$ cat config.mk
export PLATFORM = sky130hd
export DESIGN_NAME = dcache_sram
export DESIGN_NICKNAME = d
export VERILOG_FILES = /design/src/source/dcache_pkg.sv /design/src/source/dcache_sram.sv
export SDC_FILE = /design/constraint.sdc
export NUM_CORES = 1
export LEC_CHECK = 0
export ABC_AREA = 1
export BUFFER_PORTS_ARGS = -buffer_cell sky130_fd_sc_hd__buf_2
export CORE_MARGIN = 2
export CORE_UTILIZATION = 50
export CTS_CLUSTER_SIZE = 30
export DETAILED_ROUTE_END_ITERATION = 7
export PLACE_DENSITY = 0.7
export SLEW_MARGIN = 10
export SYNTH_ARGS = -nofsm -noshare
export SYNTH_HDL_FRONTEND = slang
export SYNTH_SLANG_ARGS = --single-unit
$ cat constraint.sdc
create_clock -name clk_i -period 1 [get_ports clk_i]
set_clock_uncertainty 0.05 [all_clocks]
set_input_delay 0.3 -clock clk_i [delete_from_list [all_inputs] [get_ports clk_i]]
set_output_delay 0.3 -clock clk_i [all_outputs]
set_load 0.05 [all_outputs]
$ cat src/source/dcache_pkg.sv
package dcache_pkg;

    // ------------------------------------------------------------------------
    // cache geometry
    // ------------------------------------------------------------------------
    localparam int unsigned addr_width      = 32;
    localparam int unsigned word_width      = 64;
    // a line holds two core words
    localparam int unsigned line_width      = 128;
    localparam int unsigned num_ways        = 2;
    localparam int unsigned num_sets        = 16;
    // derived address split: tag | index | offset
    localparam int unsigned offset_width    = $clog2(line_width / 8);
    localparam int unsigned index_width     = $clog2(num_sets);
    localparam int unsigned tag_width       = addr_width - index_width - offset_width;
    localparam int unsigned line_addr_width = addr_width - offset_width;

    // ------------------------------------------------------------------------
    // bus and array types
    // ------------------------------------------------------------------------
    typedef logic [line_width-1:0] line_t;

    // core side, one word per request
    typedef struct packed {
        logic                      valid;
        logic                      we;
        logic [addr_width-1:0]     addr;
        logic [word_width/8-1:0]   be;
        logic [word_width-1:0]     wdata;
    } core_req_t;

    typedef struct packed {
        logic                  gnt;
        logic                  rvalid;
        logic [word_width-1:0] rdata;
    } core_rsp_t;

    // memory side moves whole lines
    typedef struct packed {
        logic                       valid;
        logic                       we;
        logic [line_addr_width-1:0] line_addr;
        line_t                      wline;
    } mem_req_t;

    typedef struct packed {
        logic  gnt;
        logic  rvalid;
        line_t rline;
    } mem_rsp_t;

    typedef struct packed {
        logic                 valid;
        logic                 dirty;
        logic [tag_width-1:0] tag;
    } tag_entry_t;

    // one access broadcast to all ways, en picks the ways that take part
    typedef struct packed {
        logic [num_ways-1:0]    en;
        logic                   we;
        logic [index_width-1:0] index;
        tag_entry_t             entry;
        line_t                  line;
    } arr_req_t;

endpackage

$ cat src/source/dcache_sram.sv
module dcache_sram #(
    parameter type entry_t = logic
) (
    input  logic                                clk_i,
    input  logic                                rst_ni,
    input  logic                                en_i,
    input  logic                                we_i,
    input  logic [dcache_pkg::index_width-1:0]  index_i,
    input  entry_t                              wdata_i,
    output entry_t                              rdata_o
);

    // one entry per set
    entry_t mem_q [dcache_pkg::num_sets];

    // single port, whole-entry writes
    // read data is registered and holds until the next read
    always_ff @(posedge clk_i or negedge rst_ni) begin
        if (!rst_ni) begin
            // clearing here leaves every tag entry invalid
            mem_q   <= '{default: '0};
            rdata_o <= '0;
        end else if (en_i) begin
            if (we_i) begin
                mem_q[index_i] <= wdata_i;
            end else begin
                rdata_o <= mem_q[index_i];
            end
        end
    end

endmodule

=== Word-level counts from Yosys, hierarchy flattened ===
Cells that the tools add are included.

* Output and inout port bits: 1
* Logic and storage cells: 30
* Register bits: 17

* $lt $le $gt $ge: 2
* Bitwise operators: 2
* Reduce and logical (&&, ||, !) cells: 3
* Muxes and demuxes: 6

{| class="wikitable"
|+ Operator list
! operator !! count
|-
| 16-bit bitwise mux || 1
|-
| 5-bit >= comparator (second input constant) || 1
|-
| 5-bit by 1-bit < comparator with 1-bit output (second input constant) || 1
|-
| 4-bit inverter with 5-bit output || 1
|-
| 1-bit binary-select mux with 4-bit select || 1
|-
| 1-bit demux with 4-bit select || 1
|-
| 2-bit AND reduction || 2
|-
| 1-bit 2-to-1 mux || 3
|-
| 1-bit logical AND || 1
|-
| 1-bit inverter || 1
|}

=== Logic depth before layout (Yosys ltp) ===
Gate-level depths: netlist of the first run.

* Word-level depth: 6
* Depth in mapped cells: 9

=== Worst setup path before layout of the first run ===
OpenSTA, ideal clock, no wires.

* Kind: input -> register
* Start point: input index_i[1] in the netlist's numbering
* End point: register mem_q[12] in the netlist's numbering
* Setup time: 82 ps
* Arrival: 966 ps
* Setup slack: -98 ps
* Stages on the path: 5
* Buffers on the path: 1
* Data required time: 868 ps
* Cells stage by stage: buf_6 > inv_6 > nor3_4 > a21oi_1 > a31oi_1

* Longest elaborated chain between the ends: 6
* Elaborated cells on any way between the ends: 7

{| class="wikitable"
|+ RTL lines
! element !! line !! RTL
|-
| start: declaration || dcache_sram.sv:8 || <nowiki>input logic [dcache_pkg::index_width-1:0] index_i,</nowiki>
|-
| 4-bit inverter with 5-bit output (not written as such) (*) || dcache_sram.sv:25 || <nowiki>mem_q[index_i] <= wdata_i;</nowiki>
|-
| 5-bit >= comparator (not written as such) / 5-bit by 1-bit < comparator with 1-bit output (equally long branches) || dcache_sram.sv:25 ||
|-
| 1-bit logical AND (not written as such) || dcache_sram.sv:25 ||
|-
| 1-bit 2-to-1 mux (not written as such) || dcache_sram.sv:25 ||
|-
| 1-bit demux with 4-bit select (*) || dcache_sram.sv:25 ||
|-
| 16-bit bitwise mux (*) || dcache_sram.sv:25 ||
|-
| end signal: indexed assignment || dcache_sram.sv:25 ||
|-
| end: declaration || dcache_sram.sv:14 || <nowiki>entry_t mem_q [dcache_pkg::num_sets];</nowiki>
|}

Every way passes the cells marked *; elsewhere a longest branch is shown, timed or not.
A chain may end at the register's enable or synchronous reset.

=== Worst setup path after layout of the first run ===
* Start point: register rdata_o
* End point: output rdata_o

{| class="wikitable"
|+ RTL lines
! element !! line !! RTL
|-
| start: declaration || dcache_sram.sv:10 || <nowiki>output entry_t rdata_o</nowiki>
|-
| start signal: assignment || dcache_sram.sv:27 || <nowiki>rdata_o <= mem_q[index_i];</nowiki>
|}

No word-level cell between the ends.

==> out/qor.csv, run 1 <==
stage,metric,value,unit
yosys,synth_top_cell_by_area,dfrtp_1,
timing,final.setup.worst_slack,-0.200,ns
layout,stdcell_count,170,
outcome,violations,negative setup slack,
yosys,synth_area_leaders,"dfrtp_1 (46%), nand2_1 (20%), a31oi_1 (5.4%), nor3_4 (5.3%), a21oi_1 (4.4%)",
layout,drive_gt1_share,26.9,%
yosys,synth-warning-count,0,
global_routing,grt_usage,22.6,%
critical_path,reg2reg_to,rdata_o$_DFFE_PN0P_,
power_and_ir_drop,p_per_area,1530,nW/um^2
clock_network,cts_tree,done,
power_and_ir_drop,p_leak,0.589,nW
critical_path,worstPathArrival,0.85,ns
hold_path,hold_path_startpoint,we_i,
floorplanning,fp.dieArea,2200,sq um
clock_network,clock_path_buffers,2,
layout,final_cell_mix,"nand2_1 (49), buf_4 (17), dfrtp_1 (17), a31oi_1 (8), a21oi_1 (7)",
critical_path,path_delay_family,flip-flops,
layout,diodes,0,
detailed_routing,drc,0,
yosys,syn_area,918,sq um
power_and_ir_drop,total_switching_power,0.572,mW
critical_path,critical_path.cell_chain,buf_6,
floorplanning,die_y,46.9,um
timing,timing.fmax,833,MHz
clock_network,clk_latency,0.29,ns
yosys,avgSynthCellArea,7.78,sq um
power_and_ir_drop,intPower,1.23,mW
timing,rsz0062_at_grt,true,
outcome,status,"finished, violations left",
yosys,synth_top_area_share,46.3,%
floorplanning,num_io_pins,10,
global_routing,grt_overflow,0,
clock_network,clkTransAtPathRegs,0.10,ns
place,gp_congestion,0.870,
floorplanning,row_count,15,
place,place_hpwl,1540,um
critical_path,path_max_fanout,2,
clock_network,cts_sinks,17,
layout,multi_input_area,455,sq um
critical_path,path_buf_inv,1,
layout,finalCoreUtilization,68.0,%
floorplanning,core_area,1730,sq um
global_routing,antenna_found_initial,0,
critical_path,required,0.65,ns
clock_network,numCtsBuffers,3,
detailed_routing,drt.antenna.violating_nets,0,
critical_path,crit_type,flop to output port,
floorplanning,start_util,53.2,%
layout,final_common_cell,nand2_1,
global_routing,grt_pass1_wl,3370,um
timing,finalSetupViolations,2,
critical_path,crit_path_top_delay_cell,dfrtp_1,
yosys,synth_seq_cells,17,
yosys,synthDistinctLibCells,18,
timing,hold_violations,0,
flow_run,cap_violations,0,
clock_network,root_buffer,clkbuf_4,
timing,fin_crit,1.20,ns
detailed_routing,num_vias,887,
critical_path,crit_path_end_kind,output port,
power_and_ir_drop,sequentialPowerShare,51.0,%
yosys,synthCells,118,
timing,worst_slew_pin_slew,0.382,ns
critical_path,max_stage_delay,0.40,ns
layout,fin_nets,155,
timing,max-slew-margin-rel,74.5,%
place,io_buffer_count,9,
yosys,seq_area_frac_synth,46.3,%
critical_path,setup.worst_path.start_class,flop,
layout,seqCellArea,425,sq um
detailed_routing,routed_wl,2190,um
layout,nFillCells,149,
place,dp_cells,159,
timing,drv_slew,0,
power_and_ir_drop,irDropWorstVdd,940,uV
hold_path,min_path_cells,4,
critical_path,ff2ff_setup_slack,-0.03,ns
floorplanning,die_w,46.9,um
power_and_ir_drop,combinationalPowerShare,28.3,%
power_and_ir_drop,swShare,31.8,%
detailed_routing,wl_per_cell,12.9,um
yosys,syn-num-nets,127,
hold_path,hold_path_end,rdata_o$_DFFE_PN0P_,
detailed_routing,first_iter_violations,24,
global_routing,grt_max_degree,18,
detailed_routing,vias_per_cell,5.22,
critical_path,r2r_start,mem_q[1]$_DFFE_PN0P_,
timing,fin_crit_sh,120,%
hold_path,hp-class,input pin to flop,
global_routing,first_global_vias,752,
detailed_routing,dr.pass1.iters,4,
power_and_ir_drop,clock_power_share,20.7,%
clock_network,htreeDepth,1,
critical_path,r2r_cells,8,
layout,area_growth,27.8,%
==> synthesized netlist by cell type, drive strengths merged <==
master and n:
nand4 1, o21ai 8, buf 2, clkbuf 1, a21oi 8, nor2 7, dfrtp 17, nand3 5
inv 7, nor3 4, a31oi 8, nand2 50
==> routing by layer <==
layer | share of wire [%] | up-vias | wire (um) | global-route usage (%)
li1 | - | 445 | - | -
met1 | 45 | 401 | 979 | 33.0
met2 | 46 | 36 | 1020 | 33.2
met3 | 7.2 | 5 | 158 | 4.62
met4 | 1.6 | 0 | 34 | 8.33
met5 | 0 | - | 0 | 0
==> stage by stage <==
step           power, mW  hold WS [ns]  setup slack [ns]  setup TNS, ns  area [sq um]
3_5_place_dp        1.36         0.192            -0.372          -4.81          1070
4_1_cts             1.74         0.268            -0.215         -0.243          1120
2_1_floorplan       1.20       -0.0456           -0.0603         -0.503           941
3_3_place_gp        1.34         0.194            -0.330          -4.28          1070
5_1_grt             1.92         0.287            -0.239         -0.358          1170
6_report            1.80         0.277            -0.200         -0.235          1170
==> power by group through the flow <==
stage | combinational, mW | sequential (mW) | clock (mW)
6_report | 0.510 | 0.917 | 0.372
4_1_cts | 0.449 | 0.916 | 0.377
3_3_place_gp | 0.419 | 0.925 | 0
3_5_place_dp | 0.435 | 0.928 | 0
2_1_floorplan | 0.284 | 0.920 | 0
5_1_grt | 0.572 | 0.934 | 0.416
==> how the worst max path moves through the flow <==
stage | start | end | slack, ns | cells past startpoint
detailed placement | index_i[0] | mem_q[8]$_DFFE_PN0P_ | -0.37 | 5
global placement | index_i[0] | mem_q[8]$_DFFE_PN0P_ | -0.33 | 5
finish | rdata_o$_DFFE_PN0P_ | rdata_o | -0.20 | 1
floorplan | index_i[1] | mem_q[12]$_DFFE_PN0P_ | -0.06 | 5
CTS | rdata_o$_DFFE_PN0P_ | rdata_o | -0.21 | 1
global route | rdata_o$_DFFE_PN0P_ | rdata_o | -0.24 | 1
==> state kept, by name, indices dropped and copies added (netlist names) <==
name,count
mem_q,16
rdata_o,1
==> worst register-to-register path, cell delays in order, from the launching register on <==
cell and delay (ns):
dfrtp_1 0.41, nand2_1 0.07, nand2_1 0.05, nand2_1 0.05, nand2_1 0.05, nand2_1 0.07
nand3_2 0.08, nor2_1 0.08, nor2_1 0.04
==> area by class of cell <==
type | instances | share of cell area [%]
clock buffers | 4 | 2.24
multi-input cells | 91 | 38.8
inverters | 7 | 3.09
well taps | 25 | 2.67
flip-flops and latches | 17 | 36.2
repair buffers | 26 | 17.0
==> repair_timing <==
item | CTS | global route
pin swaps | 1 | 3
hold buffers | 1 | 0
endpoints found under the setup margin | 7 | 5
hold endpoints to repair | 17 | 0
gates resized for setup | 5 | 2
buffers inserted | 0 | 6
==> kinds of logic (layout without fill, tap and decap cells) <==
| kind of cell | count (synthesis) | in the layout | share of synthesized area [%] |
|---|---|---|---|
| DFF | 17 | 17 | 46.3 |
| AOI/OAI and AO/OA | 24 | 24 | 14.2 |
| buffers and inverters | 10 | 37 | 5.86 |
| and+or+nand+nor | 67 | 67 | 33.7 |
Note: power is estimated with default switching activity, not from simulation.
==> run 2: changes to the inputs <==
--- a/config.mk
+++ b/config.mk
@@ -5,13 +5,13 @@
 export SDC_FILE = /design/constraint.sdc
 export NUM_CORES = 1
 export LEC_CHECK = 0
-export ABC_AREA = 1
 export BUFFER_PORTS_ARGS = -buffer_cell sky130_fd_sc_hd__buf_2
 export CORE_MARGIN = 2
 export CORE_UTILIZATION = 50
 export CTS_CLUSTER_SIZE = 30
 export DETAILED_ROUTE_END_ITERATION = 7
 export PLACE_DENSITY = 0.7
+export SETUP_SLACK_MARGIN = 0.3
 export SLEW_MARGIN = 10
 export SYNTH_ARGS = -nofsm -noshare
 export SYNTH_HDL_FRONTEND = slang
==> run 2 against run 1 <==
  * The run ends with negative hold slack, negative setup slack left
  * Worst setup slack worse by 0.32 ns
  * Global-route usage up 1.6 points
  * Cell area up 14%
  * Fmax down 21%
  * Largest power group unchanged
  * Highest routed layer unchanged
==> out/qor.csv, run 2 <==
stage,metric,value,unit
critical_path,path_max_fanout,2,
yosys,synth_seq_cells,17,
global_routing,first_global_vias,735,
yosys,synth_common_cells,"dfrtp_1 (17), mux2_2 (16), nor2_1 (10)",
power_and_ir_drop,p_per_area,1380,nW/um^2
detailed_routing,drt.antenna.violating_nets,0,
timing,finalSetupViolations,18,
place,io_buffer_count,9,
power_and_ir_drop,total_power,1.86,mW
layout,multi_input_area,614,sq um
yosys,avgSynthCellArea,12.1,sq um
clock_network,clock_path_buffers,2,
floorplanning,fp.dieArea,2200,sq um
yosys,ys_async_sr_fraction,100,%
clock_network,htreeDepth,1,
layout,final_common_cell,dfrtp_1,
place,placed_area,1130,sq um
timing,fin_crit,1.52,ns
hold_path,hp-class,input pin to async pin,
timing,final.setup.worst_slack,-0.517,ns
global_routing,grt_usage,24.1,%
floorplanning,start_util,53.3,%
flow_run,cap_violations,0,
clock_network,cts_tree,done,
global_routing,grt_pass1_wl,3470,um
yosys,synth_top_flop_cell,dfrtp_1,
floorplanning,die_w,46.9,um
yosys,seq_area_frac_synth,46.3,%
layout,largestRegisters,"mem_q (16), rdata_o (1)",
yosys,synth_top_cell_by_area,dfrtp_1,
floorplanning,num_io_pins,10,
floorplanning,die_y,46.9,um
floorplanning,core_area,1730,sq um
floorplanning,row_count,15,
power_and_ir_drop,irDropWorstVdd,1090,uV
detailed_routing,first_iter_violations,14,
place,gp_congestion,0.784,
global_routing,grt_overflow,0,
layout,fin_nets,114,
timing,fin_crit_sh,152,%
critical_path,worstPathArrival,1.67,ns
power_and_ir_drop,p_leak,0.593,nW
timing,fin_setup_tns,-2.43,ns
layout,area_growth,46.1,%
critical_path,crit_type,flop to flop,
yosys,synth-edff-count,0,
outcome,status,"finished, violations left",
timing,hold_violations,17,
yosys,syn_area,920,sq um
detailed_routing,dr.pass1.iters,2,
yosys,synth_top_area_share,46.3,%
layout,design_area,1340,sq um
yosys,synth-warning-count,0,
timing,worst_slew_pin_slew,0.381,ns
detailed_routing,vias_per_cell,5.36,
yosys,synthCells,76,
global_routing,grt_max_degree,18,
yosys,syn-num-nets,85,
critical_path,required,1.15,ns
yosys,synth.most_common_cell,dfrtp_1,
clock_network,clkTransAtPathRegs,0.10,ns
layout,nFillCells,118,
timing,timing.fmax,659,MHz
outcome,violations,"negative hold slack, negative setup slack",
layout,seqCellArea,425,sq um
place,place_hpwl,1450,um
detailed_routing,wl_per_cell,16.7,um
layout,largest_register_ffs,16,
layout,regMostFlops,mem_q,
yosys,synthDistinctLibCells,21,
clock_network,cts_sinks,17,
timing,drv_slew,0,
global_routing,antenna_found_initial,0,
detailed_routing,routed_wl,2150,um
critical_path,crit_path_end_kind,flop,
critical_path,setup.worst_path.start_class,flop,
layout,final_cell_mix,"dfrtp_1 (17), buf_4 (15), mux2_4 (13), nor2_4 (7)",
layout,diodes,0,
clock_network,root_buffer,clkbuf_4,
timing,holdWs,-0.161,ns
layout,drive_gt1_share,68.3,%
timing,rsz0062_at_grt,true,
detailed_routing,num_vias,692,
clock_network,numCtsBuffers,3,
yosys,synth_area_leaders,"dfrtp_1 (46%), mux2_2 (20%), mux4_1 (5.7%), nor2_1 (4.1%), mux4_2 (2.4%)",
detailed_routing,drc,0,
timing,max-slew-margin-rel,74.6,%
clock_network,clk_latency,0.31,ns
-- run 2: logic make-up (layout without fill, tap and decap cells) --
family / after synthesis / after routing / synth area share (%)
AOI/OAI and AO/OA: 3 / 3 / 2.99
buffers and inverters: 5 / 33 / 2.86
DFF: 17 / 17 / 46.3
muxes: 21 / 21 / 29.9
and+or+nand+nor: 30 / 30 / 18.0
-- run 2: per-stage QoR --
step / setup WS, ns / cells / util [%] / hold WS [ns]
finish: -0.517 / 129 / 77.8 / -0.161
global route: -0.552 / 129 / 77.8 / -0.133
CTS: -0.499 / 127 / 73.5 / -0.148
detailed placement: -0.632 / 120 / 65.7 / 0.190
global placement: -0.605 / 120 / 65.7 / 0.191
floorplan: -0.524 / 76 / - / -0.0456
-- run 2: final timing paths --
kind / cells past startpoint / slack (ns) / start / end
worst max-delay path: 3 / -0.52 / mem_q[15]$_DFFE_PN0P_ / rdata_o$_DFFE_PN0P_
worst min-delay path: 1 / -0.16 / rst_ni / mem_q[7]$_DFFE_PN0P_
worst max register to register: 3 / -0.52 / mem_q[15]$_DFFE_PN0P_ / rdata_o$_DFFE_PN0P_
worst min register to register: 1 / 0.47 / mem_q[7]$_DFFE_PN0P_ / mem_q[7]$_DFFE_PN0P_
max in group asynchronous: 1 / 0.79 / rst_ni / mem_q[2]$_DFFE_PN0P_
min in group clk_i: 4 / 0.39 / we_i / rdata_o$_DFFE_PN0P_
-- run 2: critical path, cell delays in order (launching register included) --
cell and delay [ns]:
dfrtp_1 0.40, mux4_2 0.46, a22o_1 0.22, o32a_1 0.27
-- run 2: cell type report --
type | count | area share (%)
timing repair buffer | 29 | 18.2
multi-input combinational | 54 | 45.7
clock inverter | 1 | 0.372
tap | 25 | 2.33
sequential | 17 | 31.7
clock buffer | 3 | 1.68
-- run 2: repair_timing --
item	in CTS	in global routing
pin swaps	6	5
endpoints found under the hold margin	17	17
endpoints found under the setup margin	18	18
setup buffers	3	2
gates resized for setup	23	16
-- run 2: where the power goes --
group	internal, mW	switching [mW]
Combinational	0.367	0.204
Clock	0.150	0.243
Sequential	0.819	0.0772
-- run 2: per-layer routing --
| layer | share of wire (%) | vias up | global-route usage, % |
|---|---|---|---|
| li1 | - | 331 | - |
| met1 | 46 | 347 | 32.4 |
| met2 | 49 | 11 | 38.4 |
| met3 | 3.0 | 3 | 4.62 |
| met4 | 1.3 | 0 | 10.0 |
| met5 | 0 | - | 0 |
==> run 3: changes to the inputs <==
==> constraint.sdc (replaced) <==
create_clock -name clk_i -period 1 [get_ports clk_i]
set_clock_uncertainty 0.05 [all_clocks]
set_input_delay 0.1 -clock clk_i [delete_from_list [all_inputs] [get_ports clk_i]]
set_output_delay 0.1 -clock clk_i [all_outputs]
set_load 0.05 [all_outputs]
==> run 3 against run 2 <==
  * The flow finishes with violations (negative setup slack)
  * Highest routed layer unchanged
  * Critical endpoint unchanged
  * Total power is 2.6% lower
  * Sequential cell count stayed put
  * Worst setup slack better by 0.027 ns
  * Global-route usage is 3.3 points lower
  * Wire length is 7.2% lower
  * First-iteration DRC count is 14% higher
  * Fmax is 1.8% higher
  * Utilization is 2.8 points lower
  * Die area stayed put
==> out/qor.csv, run 3 (synthesized netlist as in run 2, its figures left out) <==
stage,metric,value,unit
layout,final_common_cell,dfrtp_1,
detailed_routing,first_iter_violations,16,
timing,rsz0062_at_grt,true,
layout,regMostFlops,mem_q,
hold_path,hp-class,input pin to flop,
detailed_routing,drc,0,
clock_network,cts_tree,done,
power_and_ir_drop,p_leak,0.584,nW
floorplanning,row_count,15,
floorplanning,start_util,53.3,%
timing,final.setup.worst_slack,-0.490,ns
floorplanning,num_io_pins,10,
place,placed_area,1100,sq um
global_routing,grt_max_degree,18,
timing,fin_crit_sh,149,%
timing,max-slew-margin-rel,73.9,%
clock_network,clkTransAtPathRegs,0.10,ns
critical_path,crit_path_top_delay_cell,mux4_2,
layout,fin_nets,112,
global_routing,antenna_found_initial,0,
floorplanning,die_y,46.9,um
detailed_routing,drt.antenna.violating_nets,0,
power_and_ir_drop,irDropWorstVdd,1050,uV
timing,timing.fmax,671,MHz
floorplanning,die_w,46.9,um
hold_path,min_path_cells,4,
clock_network,clk_latency,0.29,ns
critical_path,critical_path.cell_chain,"mux4_2, a22o_1, o32a_1",
critical_path,max_stage_delay,0.46,ns
layout,area_growth,41.0,%
place,gp_congestion,0.800,
global_routing,grt_pass1_wl,3080,um
clock_network,clock_path_buffers,2,
global_routing,first_global_vias,686,
detailed_routing,num_vias,695,
floorplanning,core_area,1730,sq um
detailed_routing,vias_per_cell,5.47,
critical_path,r2r_cells,3,
critical_path,r2r_start,mem_q[12]$_DFFE_PN0P_,
critical_path,crit_path_end_kind,flop,
floorplanning,fp.dieArea,2200,sq um
timing,worst_slew_pin_slew,0.391,ns
critical_path,path_max_fanout,2,
critical_path,reg2reg_to,rdata_o$_DFFE_PN0P_,
critical_path,ff2ff_setup_slack,-0.49,ns
timing,fin_crit,1.49,ns
layout,drive_gt1_share,64.7,%
timing,drv_slew,0,
timing,finalSetupViolations,4,
place,place_hpwl,1380,um
clock_network,numCtsBuffers,3,
layout,diodes,0,
outcome,status,"finished, violations left",
hold_path,hold_path_startpoint,we_i,
global_routing,grt_usage,20.8,%
place,place_ws,-0.505,ns
place,io_buffer_count,9,
layout,largest_register_ffs,16,
critical_path,required,1.13,ns
hold_path,hold_path_end,rdata_o$_DFFE_PN0P_,
critical_path,setup.worst_path.start_class,flop,
clock_network,cts_sinks,17,
clock_network,htreeDepth,1,
outcome,violations,negative setup slack,
layout,largestRegisters,"mem_q (16), rdata_o (1)",
detailed_routing,dr.pass1.iters,4,
power_and_ir_drop,p_per_area,1400,nW/um^2
timing,hold_violations,0,
layout,nFillCells,118,
clock_network,root_buffer,clkbuf_4,
critical_path,worstPathArrival,1.62,ns
flow_run,cap_violations,0,
global_routing,grt_overflow,0,
layout,design_area,1300,sq um
detailed_routing,wl_per_cell,15.7,um
layout,final_cell_mix,"dfrtp_1 (17), mux2_4 (15), buf_4 (13), buf_2 (7)",
critical_path,crit_type,flop to flop,
detailed_routing,routed_wl,1990,um
power_and_ir_drop,total_power,1.81,mW
-- run 3: through the flow --
| stage | TNS (ns) | cells | util (%) | hold slack (ns) |
|---|---|---|---|---|
| floorplan | -1.27 | 76 | - | -0.246 |
| global placement | -6.07 | 117 | 63.7 | -0.0127 |
| detailed placement | -6.15 | 117 | 63.7 | -0.00473 |
| CTS | -0.695 | 125 | 72.0 | 0.201 |
| global route | -0.900 | 127 | 75.1 | 0.221 |
| finish | -0.628 | 127 | 75.1 | 0.203 |
-- run 3: what timing repair did --
item	in CTS	in global routing
buffers inserted	3	2
pin swaps	5	4
endpoints found under the hold margin	17	0
hold buffers	1	0
gates cloned	0	0
resized for setup	23	11
setup endpoints to repair	18	18
-- run 3: worst max-delay path by stage --
stage | from | end | cells past startpoint
final | mem_q[12]$_DFFE_PN0P_ | rdata_o$_DFFE_PN0P_ | 3
after global routing | mem_q[12]$_DFFE_PN0P_ | rdata_o$_DFFE_PN0P_ | 3
after CTS | mem_q[12]$_DFFE_PN0P_ | rdata_o$_DFFE_PN0P_ | 3
after detailed placement | index_i[0] | mem_q[13]$_DFFE_PN0P_ | 5
after global placement | mem_q[12]$_DFFE_PN0P_ | rdata_o$_DFFE_PN0P_ | 3
after floorplan | mem_q[12]$_DFFE_PN0P_ | rdata_o$_DFFE_PN0P_ | 3
-- run 3: final cells by class --
cell class	instances	area, sq um	area share [%]
Clock buffer	4	26.3	2.03
Multi-Input combinational cell	54	594	45.8
Sequential cell	17	425	32.8
Tap cell	25	31.3	2.41
Timing Repair Buffer	27	219	16.9
-- run 3: where the power goes --
group | leakage (nW) | internal [mW] | switching [mW]
logic | 0.352 | 0.359 | 0.186
clock network | 0.0150 | 0.155 | 0.214
registers | 0.216 | 0.819 | 0.0776
total | 0.584 | 1.33 | 0.478
-- run 3: worst max-delay path, delay by kind of cell, from the launching register on --
family | cells | cell delay [ns]
AOI/OAI and AO/OA | 2 | 0.48
muxes | 1 | 0.46
DFF | 1 | 0.39
-- run 3: routing by layer --
layer	up-vias	track usage (%)	share of wire [%]
li1	326	-	-
met1	355	25.5	46
met2	12	35.3	51
met3	2	2.31	3.0
met4	0	11.7	0.90
met5	-	0	0
